`src/rtl/rv_settings.svh`:
```
`ifndef RV_SETTINGS_SVH
`define RV_SETTINGS_SVH

// first fetch after reset
`define RV_RESET_PC 32'h0000_0000

// machine CSR addresses
`define RV_CSR_MSTATUS 12'h300
`define RV_CSR_MTVEC   12'h305
`define RV_CSR_MEPC    12'h341
`define RV_CSR_MCAUSE  12'h342

// mstatus bit positions
`define RV_MSTATUS_MIE  3
`define RV_MSTATUS_MPIE 7

// environment call from M-mode
`define RV_CAUSE_ECALL 32'd11

`endif

```
`src/rtl/rvPkg.sv`:
```
`default_nettype none

package rvPkg;

    typedef struct packed {
        logic [6:0] funct7;
        logic [4:0] rs2;
        logic [4:0] rs1;
        logic [2:0] funct3;
        logic [4:0] rd;
        logic [6:0] opcode;
    } rFields;

    typedef struct packed {
        logic [19:0] upper; // imm[31:12] for U, scrambled for J
        logic [4:0]  rd;
        logic [6:0]  opcode;
    } uFields;

    typedef union packed {
        rFields rType;
        uFields immType;
    } instrWord;

    typedef enum logic [3:0] {
        ALU_ADD, ALU_SUB, ALU_AND, ALU_OR, ALU_XOR,
        ALU_SLL, ALU_SRL, ALU_SRA, ALU_SLT, ALU_SLTU
    } aluOp;

    typedef enum logic [2:0] {LEN_BYTE, LEN_HALF, LEN_WORD, LEN_UBYTE, LEN_UHALF} memLen;
    typedef enum logic [1:0] {CSR_NONE, CSR_RW, CSR_RS, CSR_RC} csrOp;
    typedef enum logic [2:0] {PC_SEQ, PC_BRANCH, PC_JAL, PC_JALR, PC_TRAP, PC_MRET} pcSel;

    localparam logic [6:0] OPC_LUI    = 7'b0110111;
    localparam logic [6:0] OPC_AUIPC  = 7'b0010111;
    localparam logic [6:0] OPC_JAL    = 7'b1101111;
    localparam logic [6:0] OPC_JALR   = 7'b1100111;
    localparam logic [6:0] OPC_BRANCH = 7'b1100011;
    localparam logic [6:0] OPC_LOAD   = 7'b0000011;
    localparam logic [6:0] OPC_STORE  = 7'b0100011;
    localparam logic [6:0] OPC_OPIMM  = 7'b0010011;
    localparam logic [6:0] OPC_OP     = 7'b0110011;
    localparam logic [6:0] OPC_SYSTEM = 7'b1110011;

    // writeback source select
    localparam logic [2:0] WB_ALU  = 3'd0;
    localparam logic [2:0] WB_LOAD = 3'd1;
    localparam logic [2:0] WB_PC4  = 3'd2;
    localparam logic [2:0] WB_CSR  = 3'd3;
    localparam logic [2:0] WB_IMM  = 3'd4;

endpackage

`default_nettype wire

```
`src/rtl/instrDecode.sv`:
```
`default_nettype none

module instrDecode (
    input  rvPkg::instrWord instr,
    output logic [4:0]      rs1,
    output logic [4:0]      rs2,
    output logic [4:0]      rd,
    output logic [31:0]     imm,
    output rvPkg::aluOp     aluOp,
    output logic            aluSrcImm,
    output logic            aluSrcPc,
    output logic            regWrite,
    output logic [2:0]      wbSel,
    output logic            memWrite,
    output logic            memRead,
    output rvPkg::memLen    memLen,
    output rvPkg::csrOp     csrOp,
    output logic            csrUseImm,
    output logic [11:0]     csrAddr,
    output logic            isBranch,
    output logic            isJal,
    output logic            isJalr,
    output logic            isEcall,
    output logic            isMret,
    output logic            isEbreak,
    output logic            isIllegal
);
    import rvPkg::*;

    logic [6:0]  f7;
    logic [2:0]  f3;
    logic [31:0] immI, immS, immB, immU, immJ, immZ;

    assign f7 = instr.rType.funct7;
    assign f3 = instr.rType.funct3;

    assign immI = {{20{f7[6]}}, f7, instr.rType.rs2};
    assign immS = {{20{f7[6]}}, f7, instr.rType.rd};
    assign immB = {{20{f7[6]}}, instr.rType.rd[0], f7[5:0], instr.rType.rd[4:1], 1'b0};
    assign immU = {instr.immType.upper, 12'b0};
    assign immJ = {{12{instr.immType.upper[19]}}, instr.immType.upper[7:0],
                   instr.immType.upper[8], instr.immType.upper[18:9], 1'b0};
    assign immZ = {27'b0, instr.rType.rs1}; // csr uimm

    assign rs1     = instr.rType.rs1;
    assign rs2     = instr.rType.rs2;
    assign rd      = instr.rType.rd;
    assign csrAddr = {f7, instr.rType.rs2};

    always_comb begin
        imm = 32'b0;
        aluOp = ALU_ADD;
        aluSrcImm = 1'b0;
        aluSrcPc = 1'b0;
        regWrite = 1'b0;
        wbSel = WB_ALU;
        memWrite = 1'b0;
        memRead = 1'b0;
        memLen = LEN_WORD;
        csrOp = CSR_NONE;
        csrUseImm = 1'b0;
        isBranch = 1'b0;
        isJal = 1'b0;
        isJalr = 1'b0;
        isEcall = 1'b0;
        isMret = 1'b0;
        isEbreak = 1'b0;
        isIllegal = 1'b0;

        case (instr.rType.opcode)
            OPC_LUI: begin
                imm = immU;
                regWrite = 1'b1;
                wbSel = WB_IMM;
            end
            OPC_AUIPC: begin
                imm = immU;
                aluSrcPc = 1'b1; // pc + imm
                aluSrcImm = 1'b1;
                regWrite = 1'b1;
            end
            OPC_JAL: begin
                imm = immJ;
                isJal = 1'b1;
                regWrite = 1'b1;
                wbSel = WB_PC4;
            end
            OPC_JALR: begin
                imm = immI;
                aluSrcImm = 1'b1;
                isJalr = 1'b1;
                regWrite = 1'b1;
                wbSel = WB_PC4;
                isIllegal = (f3 != 3'b000);
            end
            OPC_BRANCH: begin
                imm = immB;
                aluOp = ALU_SUB;
                isBranch = 1'b1;
                isIllegal = (f3 == 3'b010) || (f3 == 3'b011);
            end
            OPC_LOAD: begin
                imm = immI;
                aluSrcImm = 1'b1;
                regWrite = 1'b1;
                memRead = 1'b1;
                wbSel = WB_LOAD;
                case (f3)
                    3'b000: memLen = LEN_BYTE;
                    3'b001: memLen = LEN_HALF;
                    3'b010: memLen = LEN_WORD;
                    3'b100: memLen = LEN_UBYTE;
                    3'b101: memLen = LEN_UHALF;
                    default: isIllegal = 1'b1;
                endcase
            end
            OPC_STORE: begin
                imm = immS;
                aluSrcImm = 1'b1;
                memWrite = 1'b1;
                case (f3)
                    3'b000: memLen = LEN_BYTE;
                    3'b001: memLen = LEN_HALF;
                    3'b010: memLen = LEN_WORD;
                    default: isIllegal = 1'b1;
                endcase
            end
            OPC_OPIMM: begin
                imm = immI;
                aluSrcImm = 1'b1;
                regWrite = 1'b1;
                case (f3)
                    3'b000: aluOp = ALU_ADD;
                    3'b010: aluOp = ALU_SLT;
                    3'b011: aluOp = ALU_SLTU;
                    3'b100: aluOp = ALU_XOR;
                    3'b110: aluOp = ALU_OR;
                    3'b111: aluOp = ALU_AND;
                    3'b001: begin
                        aluOp = ALU_SLL;
                        isIllegal = (f7 != 7'b0000000);
                    end
                    default: begin // shamt shares f7 with the sra flag
                        aluOp = f7[5] ? ALU_SRA : ALU_SRL;
                        isIllegal = (f7 != 7'b0000000) && (f7 != 7'b0100000);
                    end
                endcase
            end
            OPC_OP: begin
                regWrite = 1'b1;
                case ({f7, f3})
                    10'b0000000_000: aluOp = ALU_ADD;
                    10'b0100000_000: aluOp = ALU_SUB;
                    10'b0000000_001: aluOp = ALU_SLL;
                    10'b0000000_010: aluOp = ALU_SLT;
                    10'b0000000_011: aluOp = ALU_SLTU;
                    10'b0000000_100: aluOp = ALU_XOR;
                    10'b0000000_101: aluOp = ALU_SRL;
                    10'b0100000_101: aluOp = ALU_SRA;
                    10'b0000000_110: aluOp = ALU_OR;
                    10'b0000000_111: aluOp = ALU_AND;
                    default: isIllegal = 1'b1;
                endcase
            end
            OPC_SYSTEM: begin
                if (f3 == 3'b000) begin
                    case (instr)
                        32'h0000_0073: isEcall = 1'b1;
                        32'h0010_0073: isEbreak = 1'b1;
                        32'h3020_0073: isMret = 1'b1;
                        default: isIllegal = 1'b1;
                    endcase
                end else if (f3 == 3'b100) begin
                    isIllegal = 1'b1;
                end else begin
                    regWrite = 1'b1;
                    wbSel = WB_CSR;
                    imm = immZ;
                    csrUseImm = f3[2];
                    case (f3[1:0])
                        2'b01: csrOp = CSR_RW;
                        2'b10: csrOp = CSR_RS;
                        default: csrOp = CSR_RC;
                    endcase
                end
            end
            default: isIllegal = 1'b1;
        endcase

        // nothing of an illegal word may reach state
        if (isIllegal) begin
            regWrite = 1'b0;
            memWrite = 1'b0;
            memRead = 1'b0;
            csrOp = CSR_NONE;
            isBranch = 1'b0;
            isJalr = 1'b0;
        end
    end

    always_comb begin
        assert ($onehot0({isJal, isJalr, isBranch}))
            else $error("more than one control transfer decoded");
    end

endmodule

`default_nettype wire

```
`src/rtl/regFile.sv`:
```
`default_nettype none

module regFile (
    input  logic        clk,
    input  logic [4:0]  rs1,
    input  logic [4:0]  rs2,
    input  logic [4:0]  rd,
    input  logic [31:0] wdata,
    input  logic        we,
    output logic [31:0] rdata1,
    output logic [31:0] rdata2
);
    logic [31:0] regs [32];

    always_ff @(posedge clk) begin
        if (we && rd != 5'd0)
            regs[rd] <= wdata;
    end

    // x0 never stored
    assign rdata1 = (rs1 == 5'd0) ? 32'b0 : regs[rs1];
    assign rdata2 = (rs2 == 5'd0) ? 32'b0 : regs[rs2];

endmodule

`default_nettype wire

```
`src/rtl/alu.sv`:
```
`default_nettype none

module alu (
    input  rvPkg::aluOp op,
    input  logic [31:0] a,
    input  logic [31:0] b,
    input  logic [2:0]  funct3,
    output logic [31:0] result,
    output logic        branchTaken
);
    import rvPkg::*;

    logic [32:0] diff;
    logic        lt, ltu, eq;

    assign diff = {1'b0, a} - {1'b0, b};
    assign ltu  = diff[32]; // borrow out
    assign lt   = (a[31] ^ b[31]) ? a[31] : diff[31];
    assign eq   = (diff[31:0] == 32'b0);

    always_comb begin
        case (op)
            ALU_ADD:  result = a + b;
            ALU_SUB:  result = diff[31:0];
            ALU_AND:  result = a & b;
            ALU_OR:   result = a | b;
            ALU_XOR:  result = a ^ b;
            ALU_SLL:  result = a << b[4:0];
            ALU_SRL:  result = a >> b[4:0];
            ALU_SRA:  result = $signed(a) >>> b[4:0];
            ALU_SLT:  result = {31'b0, lt};
            ALU_SLTU: result = {31'b0, ltu};
            default:  result = 32'b0;
        endcase
    end

    // funct3[0] inverts beq/blt/bltu
    always_comb begin
        case (funct3[2:1])
            2'b00:   branchTaken = eq ^ funct3[0];
            2'b10:   branchTaken = lt ^ funct3[0];
            2'b11:   branchTaken = ltu ^ funct3[0];
            default: branchTaken = 1'b0;
        endcase
    end

endmodule

`default_nettype wire

```
`src/rtl/lsUnit.sv`:
```
`default_nettype none

module lsUnit (
    input  rvPkg::memLen len,
    input  logic [1:0]   addrLow,
    input  logic         storeEn,
    input  logic         loadEn,
    input  logic [31:0]  storeData,
    input  logic [31:0]  rawLoad,
    output logic [3:0]   wstrb,
    output logic [31:0]  wdata,
    output logic [31:0]  loadData
);
    import rvPkg::*;

    logic [31:0] lane;

    always_comb begin
        wstrb = 4'b0000;
        wdata = storeData;
        case (len)
            LEN_BYTE: begin
                wdata = {4{storeData[7:0]}};
                wstrb = 4'b0001 << addrLow;
            end
            LEN_HALF: begin
                wdata = {2{storeData[15:0]}};
                wstrb = 4'b0011 << {addrLow[1], 1'b0};
            end
            default: wstrb = 4'b1111;
        endcase
        if (!storeEn)
            wstrb = 4'b0000;
    end

    assign lane = rawLoad >> {addrLow, 3'b000}; // addressed byte to bit 0

    always_comb begin
        case (len)
            LEN_BYTE:  loadData = {{24{lane[7]}}, lane[7:0]};
            LEN_HALF:  loadData = {{16{lane[15]}}, lane[15:0]};
            LEN_UBYTE: loadData = {24'b0, lane[7:0]};
            LEN_UHALF: loadData = {16'b0, lane[15:0]};
            default:   loadData = rawLoad;
        endcase
    end

    always_comb begin
        if (storeEn || loadEn) begin
            if (len == LEN_HALF || len == LEN_UHALF)
                assert (addrLow[0] == 1'b0) else $error("misaligned half access");
            if (len == LEN_WORD)
                assert (addrLow == 2'b00) else $error("misaligned word access");
        end
    end

endmodule

`default_nettype wire

```
`src/rtl/csrFile.sv`:
```
`default_nettype none
`include "rv_settings.svh"

module csrFile (
    input  logic        clk,
    input  logic        rst,
    input  rvPkg::csrOp op,
    input  logic [11:0] addr,
    input  logic [31:0] wval,
    input  logic        trap,
    input  logic [31:0] trapPc,
    output logic [31:0] oldVal,
    output logic [31:0] mtvec,
    output logic [31:0] mepc
);
    import rvPkg::*;

    logic [31:0] mstatus, mcause;
    logic [31:0] newVal;

    always_comb begin
        case (addr)
            `RV_CSR_MSTATUS: oldVal = mstatus;
            `RV_CSR_MTVEC:   oldVal = mtvec;
            `RV_CSR_MEPC:    oldVal = mepc;
            `RV_CSR_MCAUSE:  oldVal = mcause;
            default:         oldVal = 32'b0;
        endcase
        case (op)
            CSR_RS:  newVal = oldVal | wval;
            CSR_RC:  newVal = oldVal & ~wval;
            default: newVal = wval;
        endcase
    end

    always_ff @(posedge clk) begin
        if (rst) begin
            mstatus <= 32'b0;
            mtvec <= 32'b0;
            mepc <= 32'b0;
            mcause <= 32'b0;
        end else if (trap) begin
            mepc <= trapPc;
            mcause <= `RV_CAUSE_ECALL;
            mstatus[`RV_MSTATUS_MPIE] <= mstatus[`RV_MSTATUS_MIE];
            mstatus[`RV_MSTATUS_MIE] <= 1'b0;
        end else if (op != CSR_NONE) begin
            case (addr)
                `RV_CSR_MSTATUS: mstatus <= newVal;
                `RV_CSR_MTVEC:   mtvec <= {newVal[31:2], 2'b00}; // direct mode only
                `RV_CSR_MEPC:    mepc <= {newVal[31:2], 2'b00};
                `RV_CSR_MCAUSE:  mcause <= newVal;
                default: ;
            endcase
        end
    end

endmodule

`default_nettype wire

```
`src/rtl/pcUnit.sv`:
```
`default_nettype none
`include "rv_settings.svh"

module pcUnit (
    input  logic        clk,
    input  logic        rst,
    input  rvPkg::pcSel sel,
    input  logic [31:0] branchTarget,
    input  logic [31:0] jalrTarget,
    input  logic [31:0] mtvec,
    input  logic [31:0] mepc,
    input  logic        stop,
    output logic [31:0] pc,
    output logic [31:0] pcPlus4,
    output logic        halted
);
    import rvPkg::*;

    logic [31:0] nextPc;

    assign pcPlus4 = pc + 32'd4;

    always_comb begin
        case (sel)
            PC_BRANCH, PC_JAL: nextPc = branchTarget;
            PC_JALR:           nextPc = jalrTarget;
            PC_TRAP:           nextPc = mtvec;
            PC_MRET:           nextPc = mepc;
            default:           nextPc = pcPlus4;
        endcase
    end

    always_ff @(posedge clk) begin
        if (rst) begin
            pc <= `RV_RESET_PC;
            halted <= 1'b0;
        end else if (!halted) begin
            if (stop)
                halted <= 1'b1; // pc stays on the stopping instruction
            else
                pc <= nextPc;
        end
    end

    assert property (@(posedge clk) disable iff (rst) pc[1:0] == 2'b00)
        else $error("pc not word aligned");

endmodule

`default_nettype wire

```
`src/rtl/rvCore.sv`:
```
`default_nettype none

module rvCore (
    input  logic        clk,
    input  logic        rst,
    output logic [31:0] imemAddr,
    input  logic [31:0] imemData,
    output logic [31:0] dmemAddr,
    output logic [31:0] dmemWdata,
    output logic [3:0]  dmemWstrb,
    output logic        dmemRead,
    input  logic [31:0] dmemRdata,
    output logic        halted,
    output logic        illegal
);
    import rvPkg::*;

    logic [4:0]  rs1, rs2, rd;
    logic [31:0] imm, rdata1, rdata2, aluResult, loadData, wbData;
    logic [31:0] pc, pcPlus4, csrOld, mtvec, mepc;
    logic [2:0]  wbSel;
    logic        aluSrcImm, aluSrcPc, regWrite, memWrite, memRead, csrUseImm;
    logic        isBranch, isJal, isJalr, isEcall, isMret, isEbreak, taken;
    logic [11:0] csrAddr;
    aluOp        aluSel;
    memLen       lenSel;
    csrOp        csrCmd;
    pcSel        nextSel;

    assign imemAddr = pc;
    assign dmemAddr = aluResult;
    assign dmemRead = memRead & ~halted;

    pcUnit pcu (
        .clk, .rst, .sel(nextSel),
        .branchTarget(pc + imm), .jalrTarget({aluResult[31:1], 1'b0}),
        .mtvec, .mepc, .stop(isEbreak | illegal),
        .pc, .pcPlus4, .halted
    );

    instrDecode dec (
        .instr(imemData), .rs1, .rs2, .rd, .imm, .aluOp(aluSel),
        .aluSrcImm, .aluSrcPc, .regWrite, .wbSel, .memWrite, .memRead,
        .memLen(lenSel), .csrOp(csrCmd), .csrUseImm, .csrAddr,
        .isBranch, .isJal, .isJalr, .isEcall, .isMret, .isEbreak, .isIllegal(illegal)
    );

    regFile rf (
        .clk, .rs1, .rs2, .rd, .wdata(wbData), .we(regWrite & ~halted), .rdata1, .rdata2
    );

    alu ex (
        .op(aluSel), .a(aluSrcPc ? pc : rdata1), .b(aluSrcImm ? imm : rdata2),
        .funct3(imemData[14:12]), .result(aluResult), .branchTaken(taken)
    );

    lsUnit ls (
        .len(lenSel), .addrLow(aluResult[1:0]), .storeEn(memWrite & ~halted),
        .loadEn(memRead & ~halted), .storeData(rdata2), .rawLoad(dmemRdata),
        .wstrb(dmemWstrb), .wdata(dmemWdata), .loadData
    );

    csrFile csr (
        .clk, .rst, .op(halted ? CSR_NONE : csrCmd), .addr(csrAddr),
        .wval(csrUseImm ? imm : rdata1), .trap(isEcall & ~halted), .trapPc(pc),
        .oldVal(csrOld), .mtvec, .mepc
    );

    // next pc source from the decoded flow flags
    assign nextSel = isEcall ? PC_TRAP :
                     isMret ? PC_MRET :
                     isJal ? PC_JAL :
                     isJalr ? PC_JALR :
                     (isBranch && taken) ? PC_BRANCH : PC_SEQ;

    always_comb begin
        case (wbSel)
            WB_LOAD: wbData = loadData;
            WB_PC4:  wbData = pcPlus4;
            WB_CSR:  wbData = csrOld;
            WB_IMM:  wbData = imm;   // lui
            default: wbData = aluResult;
        endcase
    end

endmodule

`default_nettype wire

```
`config.mk`:
```
export PLATFORM = sky130hd
export DESIGN_NAME = rvCore
export DESIGN_NICKNAME = d
export VERILOG_FILES = /design/src/rtl/rvPkg.sv /design/src/rtl/instrDecode.sv /design/src/rtl/regFile.sv /design/src/rtl/alu.sv /design/src/rtl/lsUnit.sv /design/src/rtl/csrFile.sv /design/src/rtl/pcUnit.sv /design/src/rtl/rvCore.sv
export VERILOG_INCLUDE_DIRS = /design/src /design/src/rtl
export SDC_FILE = /design/constraint.sdc
export NUM_CORES = 2
export LEC_CHECK = 0
export BUFFER_PORTS_ARGS = -buffer_cell sky130_fd_sc_hd__buf_2
export CAP_MARGIN = 20
export CORE_MARGIN = 5
export CORE_UTILIZATION = 28
export CTS_BUF_LIST = sky130_fd_sc_hd__clkbuf_8
export DETAILED_ROUTE_END_ITERATION = 12
export MAX_ROUTING_LAYER = met4
export PLACE_DENSITY = 0.51
export SETUP_SLACK_MARGIN = 0.2
export SYNTH_ARGS = -nofsm -noshare
export SYNTH_HDL_FRONTEND = slang
export SYNTH_HIERARCHICAL = 1
export SYNTH_SLANG_ARGS = --single-unit
```
`constraint.sdc`:
```
create_clock -name clk -period 12.5 [get_ports clk]
set_input_delay 2.5 -clock clk [delete_from_list [all_inputs] [get_ports clk]]
set_output_delay 2.5 -clock clk [all_outputs]
set_load 0.02 [all_outputs]
```
==> Yosys cells after proc, flatten, opt, wreduce, memory -nomap -nowiden <==
Memories as Yosys holds them, arrays and structs flattened.
Cells that the tools add are included.
{ "totals": {"register_bits": 159, "latchBits": 0, "ram_bits": 1024, "romBits": 0, "word_cells": 228, "mem_count": 1} }
{ "memory_table": {"columns": ["memory", "words", "word_bits", "read_ports", "rd_clocked_by_memory_dff", "write_ports", "line", "source"], "rows": [
  ["rf.regs", 32, 32, 2, 0, 1, "regFile.sv:13", "logic [31:0] regs [32];"]
]} }
{ "op_classes": {"add_sub_neg": 4, "mul": 0, "div": 0, "magnitude_cmp": 0, "n_eq_ne": 61, "n_shift": 6, "n_mux": 88, "bitwise_logic": 18, "reduce_logical": 41} }
{ "op_table": {"columns": ["cell", "n"], "rows": [
  ["$pmux 32 s4", 4],
  ["$pmux 32 s10", 1],
  ["$mux 32", 9],
  ["$pmux 32 s6", 1],
  ["$pmux 32 s2", 2],
  ["$add 32x32->32", 2],
  ["$and 32x32->32", 2],
  ["$or 32x32->32", 2],
  ["$eq 12x10->1 const B", 4],
  ["$eq 10x3->1 const B", 4],
  ["$mux 1", 40],
  ["$pmux 4 s9", 1],
  ["$sub 32x32->33", 1],
  ["$add 32x3->32 const B", 1],
  ["$eq 32x21->1 const B", 1],
  ["$eq 32x30->1 const B", 1],
  ["$eq 32x7->1 const B", 1],
  ["$logic_not 32->1", 1],
  ["$not 32->32", 1],
  ["$shl 32x5->32", 1],
  ["$shr 32x5->16", 1],
  ["$shr 32x5->32", 1],
  ["$sshr 32x5->32", 1],
  ["$xor 32x32->32", 1],
  ["other kinds (56)", 134]
]} }

==> Depth between registers and ports, before layout <==
{ "depth": {"ltp_word": 18, "mapped_depth": 48} }

==> Modules after synthesis <==
The synthesis kept the hierarchy.
{ "modules_own_cells": {"columns": ["mod", "n_inst", "cells_each", "area_per_inst_um2"], "rows": [
  ["regFile", 1, 2400, 46998.8],
  ["alu", 1, 1376, 8662.1],
  ["csrFile", 1, 680, 6289.8],
  ["rvCore", 1, 500, 3698.5],
  ["pcUnit", 1, 408, 3231.8],
  ["lsUnit", 1, 204, 1382.6],
  ["instrDecode", 1, 206, 1234.9]
]} }

==> Worst setup path before layout <==
OpenSTA, ideal clock, no wires.
{ "synth_timing": {"path_kind": "input port to output port", "startpoint": "input port imemData[20]", "endpoint": "output port dmemWstrb[3]", "t_arrival_ps": 9693, "required_time_ps": 10000, "setup_slack_ps": 307, "cell_stages": 27, "path_buffers": 8, "path_cell_list": "buf_4 > clkbuf_2 > buf_2 > mux4_2 > a22o_1 > a2111oi_0 > nor3_1 > mux2_2 > clkbuf_1 > inv_2 > buf_1 > clkbuf_1 > ha_1 > or2_1 > a2111o_1 > o211ai_4 > a21oi_1 > a21oi_1 > a211o_1 > a221o_1 > a21oi_1 > o21bai_1 > o41ai_1 > buf_4 > clkbuf_1 > o21ai_0 > a21boi_0"} }
{ "synth_between": {"elab_chain_cells": 9, "word_cells_on_any_way": 29, "classes_between": "add/sub: 2; eq/ne: 3; shift: 5; mux: 11; bitwise: 5; reduce/logical: 2; memory: 1"} }
{ "synth_rtl": {"columns": ["element", "line", "source"], "rows": [
  ["start, declared", "rvCore.sv:7", "input logic [31:0] imemData,"],
  ["$mem_v2 32x32 / $logic_not 5->1 (equally long branches)", null, null],
  ["$mux 32 *", "regFile.sv:22", "assign rdata2 = (rs2 == 5'd0) ? 32'b0 : regs[rs2];"],
  ["named net rdata2[2]", "rvCore.sv:19", "logic [31:0] imm, rdata1, rdata2, aluResult, loadData, wbData;"],
  ["$mux 32 *", "rvCore.sv:53", ".op(aluSel), .a(aluSrcPc ? pc : rdata1), .b(aluSrcImm ? imm : rdata2),"],
  ["$sub 32x32->33", "alu.sv:16", "assign diff = {1'b0, a} - {1'b0, b};"],
  ["$mux 1", "alu.sv:18", "assign lt = (a[31] ^ b[31]) ? a[31] : diff[31];"],
  ["$pmux 32 s10 *", "alu.sv:22", "case (op)"],
  ["named net dmemAddr[0]", "rvCore.sv:8", "output logic [31:0] dmemAddr,"],
  ["$shl 1x2->4 *", "lsUnit.sv:24", "wstrb = 4'b0001 << addrLow;"],
  ["$pmux 4 s2 *", "lsUnit.sv:21", "case (len)"],
  ["$mux 4 *", "lsUnit.sv:32", "if (!storeEn)"],
  ["end, declared", "rvCore.sv:10", "output logic [3:0] dmemWstrb,"]
]} }
The timed path passes the listed nets; every way through them passes the cells marked *.

==> Worst setup path after layout <==
{ "layout_timing": {"startpoint": "input port imemData[22]", "endpoint": "output port dmemWstrb[0]"} }
{ "layout_between": {"elab_chain_cells": 9, "word_cells_on_any_way": 29, "classes_between": "add/sub: 2; eq/ne: 3; shift: 5; mux: 11; bitwise: 5; reduce/logical: 2; memory: 1"} }
{ "layout_rtl": {"columns": ["element", "line"], "rows": [
  ["$mem_v2 32x32 / $logic_not 5->1 (equally long branches)", null],
  ["$mux 32 *", "regFile.sv:22"],
  ["named net rdata2[11]", "rvCore.sv:19"],
  ["$mux 32 *", "rvCore.sv:53"],
  ["$sub 32x32->33 *", "alu.sv:16"],
  ["$mux 1", "alu.sv:18"],
  ["$pmux 32 s10 *", "alu.sv:22"],
  ["$shl 1x2->4 *", "lsUnit.sv:24"],
  ["$pmux 4 s2 *", "lsUnit.sv:21"],
  ["$mux 4 *", "lsUnit.sv:32"]
]} }
Marked as above.

==> impl_metrics.tcl <==
set metrics [dict create \
    p_leak_nw 29.18 \
    rsz0062_at_grt "false" \
    post_cts_buffers 0 \
    criticalPathCategory "input pin to output pin" \
    drt_first_pass_iters 9 \
    io_pins 169 \
    worstHoldPathType "flop to flop" \
    antenna_found_initial 33 \
    yosys_warnings 6 \
    start_util 0.2813 \
    crit_required_ns 10.00 \
    dieArea_um2 265600 \
    layout-drive-gt1-share 0.2743 \
    cp_num_buf_inv 6 \
    postSynthCellCount 5774 \
    cts_buffers 201 \
    holdPathStages 1 \
    grt_first_pass_wirelength_mm 461.3 \
    r2r_slack_ns 2.56 \
    synth_top_area_share 0.4301 \
    final_hold_viol_count 0 \
    relSlewSlack 0.1873 \
    tightest_slew_ns 1.208 \
    r2r_cells 40 \
    grt_max_degree 81 \
    die_h_um 515.3 \
    portBuffers 168 \
    hold_end "csr/mcause[6]" \
    max_stage_delay_ns 0.78 \
    worstHoldStart "csr/mcause[6]" \
    die_w_um 515.3 \
    ys_top_cells_by_area "edfxtp_1 (43%), mux4_2 (14%), dfxtp_1 (4.5%)" \
    drc 0 \
    finClkSkew_ns 0.07237 \
    cp.arrival_ns 9.75 \
    gp_congestion 1.034 \
    cts_sinks 1183 \
    synth_top_cell_by_area "edfxtp_1" \
    setup_tns_ns 0 \
    avgRoutedWirePerCell_um 34.82 \
    synth_area_um2 71500 \
    synth.distinct_cells 122 \
    p_per_area_nw_per_um2 137.4 \
    report.final.slew_viol_count 0 \
    ant_nets 0 \
    core_um2 254200 \
    areaGrowthSynthToFinish_pct 16.17 \
    min_period_ns 12.25 \
    postCtsHoldBufs 0 \
    worstPathMaxFanout 23 \
    wirelength_mm 340.2 \
    status "completed" \
    cp-end-kind "output pin" \
    crit_slowest_cell "nor4_2" \
    start_kind "input pin" \
    clk_latency_ns 0.96 \
    yosys_register_bits 1183 \
    fin_crit_sh 0.9802 \
    gr-total-overflow 0 \
    fmax_mhz 81.62 \
    grt_pass1_vias 57060 \
    syn_avg_cell_area_um2 12.38 \
    irDropWorstVdd_v 0.00009718 \
    cp-startpoint "imemData[22]" \
    drt-vias-per-instance 6.096 \
    synth_edf_count 1024 \
    clockBufferDepth 3 \
    drt_iter0_markers 8224 \
    critical-path-top-delay-family "compound AO/OA/AOI/OAI gates" \
    grt.total_usage 0.2524 \
    htree_levels 4 \
    setup_viol 0 \
    final_nets 6403 \
    rows 185 \
    synthArstFlopShare 0 \
    ys_seq_area_frac 0.4746 \
    root_buffer "clkbuf_8" \
    cts.clk_slew.worst_paths_ns 0.05 \
    maxCapViolCount 0 \
    hpwl_mm 240.4 \
    cts_tree "built" \
    worstReg2RegEnd "pcu/pc[27]" \
    fin_hold_ws_ns 0.4649 \
    r2r_start "rf/regs[14][10]" \
    num_vias 59550 \
    power_mw 11.41 \
    synth_ff_type "edfxtp_1" \
]
==> worst register-to-register path, delay by kind of cell (launching register included) <==
family,cells,cell delay (ns)
flip-flops,1,0.40
AO/OA/AOI/OAI,12,2.75
buffers and inverters,4,0.68
multiplexers,3,0.98
adder cells (fa/ha/maj),2,0.78
AND/OR/NAND/NOR,19,4.24
==> Yosys cell counts, drive strengths merged, types with 49 or more instances <==
cell,number
o2bb2ai,59
buf,241
nand3,118
nor3,96
o22ai,78
mux2,165
dfxtp,159
mux2i,290
edfxtp,1024
a22oi,136
a22o,92
ha,129
nor2,362
a21oi,255
xnor2,56
mux4,434
o21ai,186
clkbuf,268
a21o,49
nand2,410
o221ai,57
a221oi,60
inv,149
a211oi,116
==> metal layers <==
metal	routed length (µm)	track usage	up-vias
li1	-	-	24020
met1	133500	0.3186	30640
met2	150300	0.3765	4090
met3	35960	0.06102	802
met4	20410	0.1314	0
met5	0	-	-
==> flip-flops by register name, summed over array words and instances (netlist names) <==
signal,cells
csr/mtvec,30
pcu/halted,1
pcu/pc,32
csr/mstatus,32
rf/regs,1024
csr/mcause,32
csr/mepc,32
==> cell usage in the layout, fill, tap and decap left out, types with 38 or more instances in the layout <==
master        n
a22oi_1     135
o21ai_0     169
nand3_1     116
a22o_1       92
o221ai_1     55
ha_1        129
edfxtp_1   1024
nand2_1     404
buf_4       504
clkbuf_8    215
buf_2       161
nand2b_1     40
nor2b_1      38
o31a_1       40
o2bb2ai_1    59
a21o_1       48
inv_1       209
a221oi_1     60
clkinv_1     48
nor3_1       80
a21oi_1     250
mux2i_1     290
and2_1       39
xnor2_1      56
nor2_1      320
a211oi_1     90
a222oi_1     45
mux4_2      434
mux2_2      164
dfxtp_1     159
o22ai_1      78
==> repair_timing <==
item                                    4_1_cts  5_1_grt
gates resized for setup                      10       15
endpoints found under the setup margin        3        6
pin swaps                                     0        0
gates cloned                                  0        1
==> worst max-delay path by stage <==
| stage | endpoint | slack, ns | depth (start not counted) |
|---|---|---|---|
| finish | dmemWstrb[0] | 0.25 | 27 |
| global placement | dmemWstrb[0] | -0.98 | 24 |
| global route | dmemWstrb[0] | 0.21 | 30 |
| CTS | dmemWstrb[0] | 0.20 | 27 |
| floorplan | dmemWstrb[3] | 0.31 | 27 |
| detailed placement | pcu/pc[31] | -0.14 | 41 |
==> cell type report <==
cell class / instances / area [µm²]
clock inverter: 154 / 879.6
fill: 25380 / 171100
clock buffer: 215 / 2959
sequential: 1183 / 33930
multi-input combinational: 3964 / 35110
inverter: 150 / 568.0
timing repair buffer: 704 / 5315
antenna: 33 / 82.58
tap: 3366 / 4212
==> power by group <==
group | switching (mW) | internal, mW | leakage, nW
Sequential | 0.0186 | 4.74 | 10.5
Combinational | 2.29 | 0.964 | 16.5
Clock | 1.68 | 1.72 | 2.19
Total | 3.98 | 7.43 | 29.2
==> stage by stage <==
stage                     area [µm²]  utilization  setup WS (ns)  std cells
after floorplan                71620            -         0.3068       5806
after global placement         78970       0.3107        -0.9763       9362
after detailed placement       79000       0.3108        -0.1406       9365
after CTS                      82890       0.3261         0.2002       9734
after global routing           83030       0.3267         0.2087       9758
final                          83060       0.3268         0.2480       9769
==> cells by family after synthesis <==
| family | after synthesis | share of synthesized area |
|---|---|---|
| AOI/OAI and AO/OA | 1473 | 0.1522 |
| xor gates and xnor gates | 82 | 0.01004 |
| adders and majority gates | 133 | 0.02369 |
| buffers and inverters | 659 | 0.04324 |
| DFF | 1183 | 0.4746 |
| muxes | 889 | 0.2033 |
| other | 3 | 0.0001575 |
| and+or+nand+nor | 1352 | 0.09282 |
Note: power is estimated with default switching activity, not from simulation.
